### config.mk
export PLATFORM = sky130hd
export DESIGN_NAME = mips_ctrl
export DESIGN_NICKNAME = d
export VERILOG_FILES = /design/src/hdl/ctrl_pkg.sv /design/src/hdl/insn_decode.sv /design/src/hdl/datapath_ctrl.sv /design/src/hdl/hazard_ctrl.sv /design/src/hdl/mips_ctrl.sv
export VERILOG_INCLUDE_DIRS = /design/src /design/src/include
export SDC_FILE = /design/constraint.sdc
export NUM_CORES = 1
export LEC_CHECK = 0
export BUFFER_PORTS_ARGS = -buffer_cell sky130_fd_sc_hd__buf_4
export CELL_PAD_IN_SITES_DETAIL_PLACEMENT = 1
export CELL_PAD_IN_SITES_GLOBAL_PLACEMENT = 2
export CORE_MARGIN = 2
export CORE_UTILIZATION = 16
export DETAILED_ROUTE_END_ITERATION = 12
export PLACE_DENSITY_LB_ADDON = 0.1
export SYNTH_ARGS = -nofsm -noshare
export SYNTH_HDL_FRONTEND = slang
export SYNTH_SLANG_ARGS = --single-unit
export TNS_END_PERCENT = 10
### constraint.sdc
create_clock -name vclk -period 2.23
set_input_delay 0.1115 -clock vclk [all_inputs]
set_output_delay 0.1115 -clock vclk [all_outputs]
set_load 0.02 [all_outputs]
### src/include/ctrl_config.svh
`ifndef CTRL_CONFIG_SVH
`define CTRL_CONFIG_SVH

// Stage-time encoding used by the stall logic
`define CTRL_T_WIDTH 3
`define CTRL_T_0 3'd0
`define CTRL_T_1 3'd1
`define CTRL_T_2 3'd2
`define CTRL_T_INF 3'd3 // Operand never needed early

// Exception codes
`define CTRL_EXC_RI 5'd10
`define CTRL_EXC_SYSCALL 5'd8

`define CTRL_RA 5'd31 // Link register for jal

// Primary opcodes
`define CTRL_OP_SPECIAL 6'b000000
`define CTRL_OP_COP0 6'b010000
`define CTRL_OP_ADDI 6'b001000
`define CTRL_OP_ANDI 6'b001100
`define CTRL_OP_ORI 6'b001101
`define CTRL_OP_LUI 6'b001111
`define CTRL_OP_LW 6'b100011
`define CTRL_OP_LH 6'b100001
`define CTRL_OP_LB 6'b100000
`define CTRL_OP_SW 6'b101011
`define CTRL_OP_SH 6'b101001
`define CTRL_OP_SB 6'b101000
`define CTRL_OP_BEQ 6'b000100
`define CTRL_OP_BNE 6'b000101
`define CTRL_OP_JAL 6'b000011

// Function field of special-opcode words
`define CTRL_FN_ADD 6'b100000
`define CTRL_FN_SUB 6'b100010
`define CTRL_FN_AND 6'b100100
`define CTRL_FN_OR 6'b100101
`define CTRL_FN_SLT 6'b101010
`define CTRL_FN_SLTU 6'b101011
`define CTRL_FN_SLL 6'b000000
`define CTRL_FN_JR 6'b001000
`define CTRL_FN_SYSCALL 6'b001100
`define CTRL_FN_MULT 6'b011000
`define CTRL_FN_MULTU 6'b011001
`define CTRL_FN_DIV 6'b011010
`define CTRL_FN_DIVU 6'b011011
`define CTRL_FN_MFHI 6'b010000
`define CTRL_FN_MTHI 6'b010001
`define CTRL_FN_MFLO 6'b010010
`define CTRL_FN_MTLO 6'b010011

// COP0 words: eret needs bit 25 set as well
`define CTRL_FN_ERET 6'b011000

// CP0 sub-opcodes in the rs field
`define CTRL_RS_MFC0 5'b00000
`define CTRL_RS_MTC0 5'b00100

`endif

### src/hdl/ctrl_pkg.sv
`default_nettype none

`include "ctrl_config.svh"

package ctrl_pkg;

    typedef struct packed {
        logic [5:0] opcode;
        logic [4:0] rs;
        logic [4:0] rt;
        logic [4:0] rd;
        logic [4:0] shamt;
        logic [5:0] funct;
    } insn_t;

    // One flag per supported instruction
    typedef struct packed {
        logic is_add, is_sub, is_and, is_or;
        logic is_slt, is_sltu, is_sll, is_jr;
        logic is_addi, is_andi, is_ori, is_lui;
        logic is_lw, is_lh, is_lb;
        logic is_sw, is_sh, is_sb;
        logic is_beq, is_bne, is_jal;
        logic is_mult, is_multu, is_div, is_divu;
        logic is_mfhi, is_mflo, is_mthi, is_mtlo;
        logic is_mfc0, is_mtc0, is_eret, is_syscall;
    } insn_class_t;

    typedef enum logic [2:0] {
        alu_and = 3'd0,
        alu_add = 3'd1,
        alu_sub = 3'd2,
        alu_or  = 3'd3,
        alu_sll = 3'd4
    } alu_op_e;

    typedef enum logic [1:0] {npc_norm, npc_branch, npc_j26, npc_j32} npc_op_e;

    typedef enum logic [1:0] {cond_eq, cond_ne, cond_uncond} npc_cond_e;

    typedef enum logic [1:0] {dm_word, dm_half, dm_byte} dm_size_e;

    typedef enum logic {alu_b_reg_rd2, alu_b_ext_imm} alu_b_sel_e;

    typedef enum logic {alu_sa_shamt, alu_sa_sixteen} alu_sa_sel_e; // sixteen for lui

    typedef enum logic [1:0] {a3_rd, a3_rt, a3_ra} grf_a3_sel_e;

    typedef enum logic [2:0] {
        wd_alu, wd_dm, wd_pc_8, wd_set, wd_hi, wd_lo, wd_cp0
    } grf_wd_sel_e;

    typedef enum logic [2:0] {fwd_alu, fwd_pc_8, fwd_set, fwd_hi, fwd_lo} fwd_src_e;

    typedef struct packed {
        alu_op_e     alu_op;
        alu_b_sel_e  alu_b_sel;
        alu_sa_sel_e alu_sa_sel;
        logic        ext_signed;
        logic        alu_overflow_chk;
        logic        alu_load;
        logic        alu_store;
        logic        cmp_signed;
        npc_op_e     npc_op;
        npc_cond_e   npc_cond;
        logic        dm_we;
        dm_size_e    dm_size;
        logic        dm_ext_signed;
        logic        md_start;
        logic        md_is_mult; // Else divide
        logic        md_signed;
        logic        md_write;   // mthi or mtlo
        logic        md_write_hi;
        logic        read_hi;
        logic        read_lo;
        logic        grf_we;
        grf_a3_sel_e grf_a3_sel;
        grf_wd_sel_e grf_wd_sel;
        logic        cp0_we;
        logic        eret;
    } datapath_ctrl_t;

    typedef struct packed {
        logic [`CTRL_T_WIDTH-1:0] t_use_rd1;
        logic [`CTRL_T_WIDTH-1:0] t_use_rd2;
        logic [`CTRL_T_WIDTH-1:0] t_new;
        logic [4:0]               target;
        logic                     fwd_e;
        logic                     fwd_m;
        logic                     fwd_w;
        fwd_src_e                 fwd_src;       // Source seen from M onwards
        logic                     fwd_src_e_pc8; // E stage forwards pc_8, else set
        logic                     fwd_cp0;
    } hazard_info_t;

    typedef struct packed {
        logic       exception;
        logic [4:0] exc_code;
    } exc_t;

endpackage

`default_nettype wire

### src/hdl/insn_decode.sv
`timescale 1ns/100ps
`default_nettype none

`include "ctrl_config.svh"

module insn_decode import ctrl_pkg::*; (
    input  insn_t       insn,
    output insn_class_t cls,
    output exc_t        exc
);

    logic special;
    logic cop0;
    logic known;

    assign special = (insn.opcode == `CTRL_OP_SPECIAL);
    assign cop0    = (insn.opcode == `CTRL_OP_COP0);

    always_comb begin
        // Register form, selected by funct
        cls.is_add     = special & (insn.funct == `CTRL_FN_ADD);
        cls.is_sub     = special & (insn.funct == `CTRL_FN_SUB);
        cls.is_and     = special & (insn.funct == `CTRL_FN_AND);
        cls.is_or      = special & (insn.funct == `CTRL_FN_OR);
        cls.is_slt     = special & (insn.funct == `CTRL_FN_SLT);
        cls.is_sltu    = special & (insn.funct == `CTRL_FN_SLTU);
        cls.is_sll     = special & (insn.funct == `CTRL_FN_SLL); // Includes nop
        cls.is_jr      = special & (insn.funct == `CTRL_FN_JR);
        cls.is_syscall = special & (insn.funct == `CTRL_FN_SYSCALL);

        // Multiply-divide unit
        cls.is_mult    = special & (insn.funct == `CTRL_FN_MULT);
        cls.is_multu   = special & (insn.funct == `CTRL_FN_MULTU);
        cls.is_div     = special & (insn.funct == `CTRL_FN_DIV);
        cls.is_divu    = special & (insn.funct == `CTRL_FN_DIVU);
        cls.is_mfhi    = special & (insn.funct == `CTRL_FN_MFHI);
        cls.is_mflo    = special & (insn.funct == `CTRL_FN_MFLO);
        cls.is_mthi    = special & (insn.funct == `CTRL_FN_MTHI);
        cls.is_mtlo    = special & (insn.funct == `CTRL_FN_MTLO);

        cls.is_addi    = (insn.opcode == `CTRL_OP_ADDI);
        cls.is_andi    = (insn.opcode == `CTRL_OP_ANDI);
        cls.is_ori     = (insn.opcode == `CTRL_OP_ORI);
        cls.is_lui     = (insn.opcode == `CTRL_OP_LUI);

        // Loads and stores
        cls.is_lw      = (insn.opcode == `CTRL_OP_LW);
        cls.is_lh      = (insn.opcode == `CTRL_OP_LH);
        cls.is_lb      = (insn.opcode == `CTRL_OP_LB);
        cls.is_sw      = (insn.opcode == `CTRL_OP_SW);
        cls.is_sh      = (insn.opcode == `CTRL_OP_SH);
        cls.is_sb      = (insn.opcode == `CTRL_OP_SB);

        cls.is_beq     = (insn.opcode == `CTRL_OP_BEQ);
        cls.is_bne     = (insn.opcode == `CTRL_OP_BNE);
        cls.is_jal     = (insn.opcode == `CTRL_OP_JAL);

        // COP0 words decode on rs, eret on bit 25 and funct
        cls.is_mfc0    = cop0 & (insn.rs == `CTRL_RS_MFC0);
        cls.is_mtc0    = cop0 & (insn.rs == `CTRL_RS_MTC0);
        cls.is_eret    = cop0 & insn.rs[4] & (insn.funct == `CTRL_FN_ERET);
    end

    assign known = |cls;

    always_comb begin
        exc.exception = !known | cls.is_syscall;
        if (!known) begin
            exc.exc_code = `CTRL_EXC_RI;
        end else if (cls.is_syscall) begin
            exc.exc_code = `CTRL_EXC_SYSCALL;
        end else begin
            exc.exc_code = `CTRL_EXC_RI; // Don't care, flag is low
        end
    end

endmodule

`default_nettype wire

### src/hdl/datapath_ctrl.sv
`timescale 1ns/100ps
`default_nettype none

module datapath_ctrl import ctrl_pkg::*; (
    input  insn_class_t    cls,
    output datapath_ctrl_t dp_ctrl
);

    logic mem_read;
    logic mem_write;
    logic memory;
    logic mem_half;
    logic mem_byte;
    logic branch;
    logic jump;
    logic link;
    logic set;
    logic calc_and;
    logic calc_add;
    logic calc_sub;
    logic calc_or;
    logic calc_sll;
    logic calc_imm16;
    logic md_mult;
    logic md_div;
    logic md_write;
    logic grf_we_n;

    assign mem_read  = cls.is_lw | cls.is_lh | cls.is_lb;
    assign mem_write = cls.is_sw | cls.is_sh | cls.is_sb;
    assign memory    = mem_read | mem_write;
    assign mem_half  = cls.is_lh | cls.is_sh;
    assign mem_byte  = cls.is_lb | cls.is_sb;

    assign branch = cls.is_beq | cls.is_bne;
    assign jump   = cls.is_jal | cls.is_jr;
    assign link   = cls.is_jal;
    assign set    = cls.is_slt | cls.is_sltu;

    // ALU operation categories, address calculation counts as add
    assign calc_and   = cls.is_and | cls.is_andi;
    assign calc_add   = cls.is_add | cls.is_addi | memory;
    assign calc_sub   = cls.is_sub;
    assign calc_or    = cls.is_or | cls.is_ori;
    assign calc_sll   = cls.is_sll | cls.is_lui;
    assign calc_imm16 = cls.is_andi | cls.is_addi | cls.is_ori | cls.is_lui | memory;

    assign md_mult  = cls.is_mult | cls.is_multu;
    assign md_div   = cls.is_div | cls.is_divu;
    assign md_write = cls.is_mthi | cls.is_mtlo;

    assign grf_we_n = mem_write | branch | cls.is_jr | md_mult | md_div | md_write
                    | cls.is_mtc0 | cls.is_eret;

    always_comb begin
        dp_ctrl.alu_op = calc_and ? alu_and :
                         calc_add ? alu_add :
                         calc_sub ? alu_sub :
                         calc_or  ? alu_or  :
                         calc_sll ? alu_sll : alu_add;
        dp_ctrl.alu_b_sel  = calc_imm16 ? alu_b_ext_imm : alu_b_reg_rd2;
        dp_ctrl.alu_sa_sel = cls.is_lui ? alu_sa_sixteen : alu_sa_shamt;
        dp_ctrl.ext_signed = memory | cls.is_addi; // Offsets are signed too
        dp_ctrl.alu_overflow_chk = cls.is_add | cls.is_addi | cls.is_sub;
        dp_ctrl.alu_load  = mem_read;
        dp_ctrl.alu_store = mem_write;

        // Branch compare and next PC
        dp_ctrl.cmp_signed = branch | jump | cls.is_slt;
        dp_ctrl.npc_op = branch       ? npc_branch :
                         cls.is_jal   ? npc_j26    :
                         cls.is_jr    ? npc_j32    : npc_norm;
        dp_ctrl.npc_cond = jump       ? cond_uncond :
                           cls.is_bne ? cond_ne     : cond_eq;

        dp_ctrl.dm_we   = mem_write;
        dp_ctrl.dm_size = mem_byte ? dm_byte :
                          mem_half ? dm_half : dm_word;
        dp_ctrl.dm_ext_signed = cls.is_lb | cls.is_lh;

        dp_ctrl.md_start    = md_mult | md_div;
        dp_ctrl.md_is_mult  = md_mult;
        dp_ctrl.md_signed   = cls.is_mult | cls.is_div;
        dp_ctrl.md_write    = md_write;
        dp_ctrl.md_write_hi = cls.is_mthi;
        dp_ctrl.read_hi     = cls.is_mfhi;
        dp_ctrl.read_lo     = cls.is_mflo;

        dp_ctrl.grf_we = !grf_we_n;
        dp_ctrl.grf_a3_sel = link                      ? a3_ra :
                             (calc_imm16 | cls.is_mfc0) ? a3_rt : a3_rd;
        dp_ctrl.grf_wd_sel = cls.is_mfhi ? wd_hi   :
                             cls.is_mflo ? wd_lo   :
                             mem_read    ? wd_dm   :
                             link        ? wd_pc_8 :
                             set         ? wd_set  :
                             cls.is_mfc0 ? wd_cp0  : wd_alu;

        dp_ctrl.cp0_we = cls.is_mtc0;
        dp_ctrl.eret   = cls.is_eret;
    end

endmodule

`default_nettype wire

### src/hdl/hazard_ctrl.sv
`timescale 1ns/100ps
`default_nettype none

`include "ctrl_config.svh"

module hazard_ctrl import ctrl_pkg::*; (
    input  insn_class_t  cls,
    input  insn_t        insn,
    output hazard_info_t hazard
);

    logic mem_read;
    logic mem_write;
    logic memory;
    logic calc;
    logic calc_imm16;
    logic imm_alu;
    logic set;
    logic link;
    logic md_arith;
    logic md_write;
    logic md_read;
    logic no_reg;

    assign mem_read  = cls.is_lw | cls.is_lh | cls.is_lb;
    assign mem_write = cls.is_sw | cls.is_sh | cls.is_sb;
    assign memory    = mem_read | mem_write;

    assign imm_alu    = cls.is_andi | cls.is_addi | cls.is_ori;
    assign calc_imm16 = imm_alu | cls.is_lui | memory;
    assign calc = cls.is_add | cls.is_sub | cls.is_and | cls.is_or | cls.is_sll | calc_imm16;

    assign set  = cls.is_slt | cls.is_sltu;
    assign link = cls.is_jal;

    assign md_arith = cls.is_mult | cls.is_multu | cls.is_div | cls.is_divu;
    assign md_write = cls.is_mthi | cls.is_mtlo;
    assign md_read  = cls.is_mfhi | cls.is_mflo;

    // Reads no GPR at all
    assign no_reg = cls.is_lui | md_read | cls.is_syscall | cls.is_eret | cls.is_mfc0;

    always_comb begin
        // rs is needed in E by the ALU and MD unit, in D by compare and jr
        hazard.t_use_rd1 = (no_reg | cls.is_sll | cls.is_mtc0) ? `CTRL_T_INF :
                           (calc | md_arith | md_write)        ? `CTRL_T_1   : `CTRL_T_0;

        // Store data and mtc0 data are needed only in M
        hazard.t_use_rd2 = (mem_read | no_reg | md_write | imm_alu) ? `CTRL_T_INF :
                           (mem_write | cls.is_mtc0)                ? `CTRL_T_2   :
                           ((calc & !memory) | md_arith)            ? `CTRL_T_1   : `CTRL_T_0;

        hazard.t_new = (mem_read | cls.is_mfc0)  ? `CTRL_T_2 :
                       ((calc & !memory) | md_read) ? `CTRL_T_1 : `CTRL_T_0;

        hazard.target = ((calc & !calc_imm16) | set | md_read)   ? insn.rd  :
                        ((calc_imm16 & !mem_write) | cls.is_mfc0) ? insn.rt  :
                        link                                     ? `CTRL_RA : 5'd0;

        hazard.fwd_e = set | link;
        hazard.fwd_m = (calc & !memory) | link | set | md_read;
        hazard.fwd_w = (calc & !mem_write) | link | set | md_read | cls.is_mfc0;

        hazard.fwd_src = cls.is_mfhi      ? fwd_hi   :
                         cls.is_mflo      ? fwd_lo   :
                         set              ? fwd_set  :
                         (calc & !memory) ? fwd_alu  :
                         link             ? fwd_pc_8 : fwd_alu;
        hazard.fwd_src_e_pc8 = link;
        hazard.fwd_cp0 = cls.is_mtc0; // CP0 write data comes from the GPR file
    end

endmodule

`default_nettype wire

### src/hdl/mips_ctrl.sv
`timescale 1ns/100ps
`default_nettype none

module mips_ctrl import ctrl_pkg::*; (
    input  insn_t          insn,
    output datapath_ctrl_t dp_ctrl,
    output hazard_info_t   hazard,
    output exc_t           exc
);

    insn_class_t cls; // One-hot, all zero for unknown words

    insn_decode insn_decode_i (
        .insn (insn),
        .cls  (cls),
        .exc  (exc)
    );

    datapath_ctrl datapath_ctrl_i (
        .cls     (cls),
        .dp_ctrl (dp_ctrl)
    );

    // Register fields come straight from the word
    hazard_ctrl hazard_ctrl_i (
        .cls    (cls),
        .insn   (insn),
        .hazard (hazard)
    );

endmodule

`default_nettype wire

==> summary.txt <==
STA
  – Setup TNS: 0 ns
  – Pins Over Slew Limit: 0
  – Slew headroom: 66.0%
  – RSZ-0062 raised after global routing: false
  – Final setup vio count: 0
  – Hold Violations, Final: 0
  – Crit share post-route: 96.1%
  – Final Critical Period: 2.14 ns
  – Achievable Freq: 0.467 GHz
  – Worst Max-Slew Pin Slew: 0.506 ns

Routing
  – Routed vias/inst: 4.67
  – Initial DRT Pass Iterations: 4
  – DR vias: 1402
  – Final wirelength: 4780 um
  – Detail Route Antenna Nets: 0
  – Initial DRC Count: 47
  – Drc violations: 0
  – Wire length per cell after detailed routing: 15.9 um

Cells and area
  – Seq Cell Count: 0
  – Number of diodes: 0
  – Layout Cells excl Fill: 300
  – Reg area: 0 um^2
  – Share of layout cells above drive strength 1: 44.7%
  – Layout area overhead: 66.1%
  – Commonest non-fill, non-tap cells in the layout: buf_4, nand2_1, nor2_1
  – Clkbuf count: 0
  – Commonest non-fill, non-tap cell in the layout: buf_4
  – Nets: 262

CTS
  – Hold_buf cts: 0
  – Postcts setup bufs: 0
  – # resized after CTS: 0

Global route
  – Largest net degree at the start of global routing: 15
  – First-pass GRT wire length: 7110 um
  – Grt ovf: 0
  – Vias in the first global route: 1371
  – Initial antenna violation count: 0
  – Gr usage total: 13.5%

Setup path
  – Crit path kind: in -> out
  – Slowest stage delay, CP: 0.57 ns
  – Worst Path Max Fanout: 12
  – CP top delay family: simple AND/OR/NAND/NOR gates
  – Crit path capture type: primary output
  – Startpoint types: input pin
  – CP Cell Sequence: buf_4 -> or4b_1 -> or4_1 -> nand3_2 -> nor2b_4 -> a221o_1 -> buf_4
  – CP Buf/Inv Count: 2
  – CP required: 2.12 ns
  – Slowest-stage cell, CP: or4_1
  – Critical path's most frequent cell: buf_4
  – Worst path arrival time: 2.03 ns

Synth
  – Synth warn: 0
  – Cell Area, Synth: 942 um^2
  – Mapped Cells: 158
  – Seq/Total Area, Yosys: 0%
  – Syn Area/Cell: 5.96 um^2
  – Unique masters post-synth: 40

Floorplanning
  – Die Width: 80.7 um
  – Core Region: 5610 um^2
  – Site Rows: 27
  – Die height: 80.7 um
  – Starting Density: 16.8%
  – # IOs: 93
  – Die area: 6520 um^2

Power and ir drop
  – Pwr/cell area: 139 nW/um^2
  – IR Drop Worst-Case VDD: 64.7 uV
  – Leakage: 0.841 nW

Placement
  – Final RePlAce weighted congestion: 0.795
  – Detail Placement HPWL: 4110 um
  – # port buffers: 81
  – Post-Place Cells: 300

Run status
  – Status: finished, final reports clean

Job
  – Max-cap violation count: 0

Min path
  – HP Class: in -> out
cells in the mapped netlist, types with 2 or more instances:
cell	n	share of area, %
buf_2	3	1.6
nor4_1	8	5.3
or4_4	2	2.4
nand4_1	3	2.0
a221o_1	5	5.3
a21oi_1	6	3.2
nand2_1	15	6.0
nor2_1	14	5.6
inv_1	9	3.6
nor2b_1	3	2.0
or4_1	4	3.2
or3_1	4	2.7
and2_1	2	1.3
or2_2	6	4.0
buf_4	17	14
nor3_1	11	5.8
nand3b_1	2	1.6
conb_1	2	0.80
a31oi_1	2	1.3
nand3_1	7	3.7
nand2b_1	4	2.7
o31ai_1	2	1.6
clkbuf_1	5	2.0
o21ai_0	6	3.2
cell families (layout without fill, tap and decap cells):
| family | Yosys count | after routing | synth area share (%) |
|---|---|---|---|
| AOI/OAI and AO/OA | 26 | 26 | 19.4 |
| xor gates and xnor gates | 1 | 1 | 0.930 |
| buffers and inverters | 34 | 99 | 20.7 |
| other | 2 | 7 | 0.797 |
| and+or+nand+nor | 95 | 95 | 58.2 |
tightest hold or removal path: stages:
cell and delay, ns:
buf_4 0.08, a221o_1 0.13, buf_4 0.13
per-layer routing:
| layer | wire length (um) | vias to the layer above | part of all wire [%] | global-route usage [%] |
|---|---|---|---|---|
| met5 | 0 | - | 0 | 0 |
| met4 | 0 | 0 | 0 | 0 |
| met3 | 263 | 0 | 5.5 | 0.889 |
| met2 | 2280 | 42 | 48 | 24.5 |
| met1 | 2240 | 659 | 47 | 18.7 |
| li1 | - | 701 | - | - |
area by class of cell:
cell class / instances / area (um^2)
fillers: 737 / 4040
inverters: 9 / 33.8
repair buffers: 90 / 676
well taps: 72 / 90.1
multi-input cells: 129 / 766
stage by stage:
step	util (%)	cell area [um^2]	hold WS, ns	power (mW)	worst slack [ns]
after global placement	27.9	1570	0.555	0.214	0.157
after floorplan	-	961	0.306	0.127	0.290
after detailed placement	27.9	1570	0.553	0.218	0.108
after CTS	27.9	1570	0.554	0.219	0.0957
after global routing	27.9	1570	0.573	0.236	0.00948
final	27.9	1570	0.557	0.217	0.0865
final timing paths:
check	start	endpoint	slack, ns	cells past startpoint
setup / recovery	insn[27]	hazard[12]	0.09	7
hold / removal	insn[13]	hazard[10]	0.56	3
report_power, final:
part           switching [mW]  total, mW  leakage, nW  internal, mW
clock network               0          0            0             0
logic                   0.125      0.217        0.841        0.0917
registers                   0          0            0             0
Note: power is estimated with default switching activity, not from simulation.
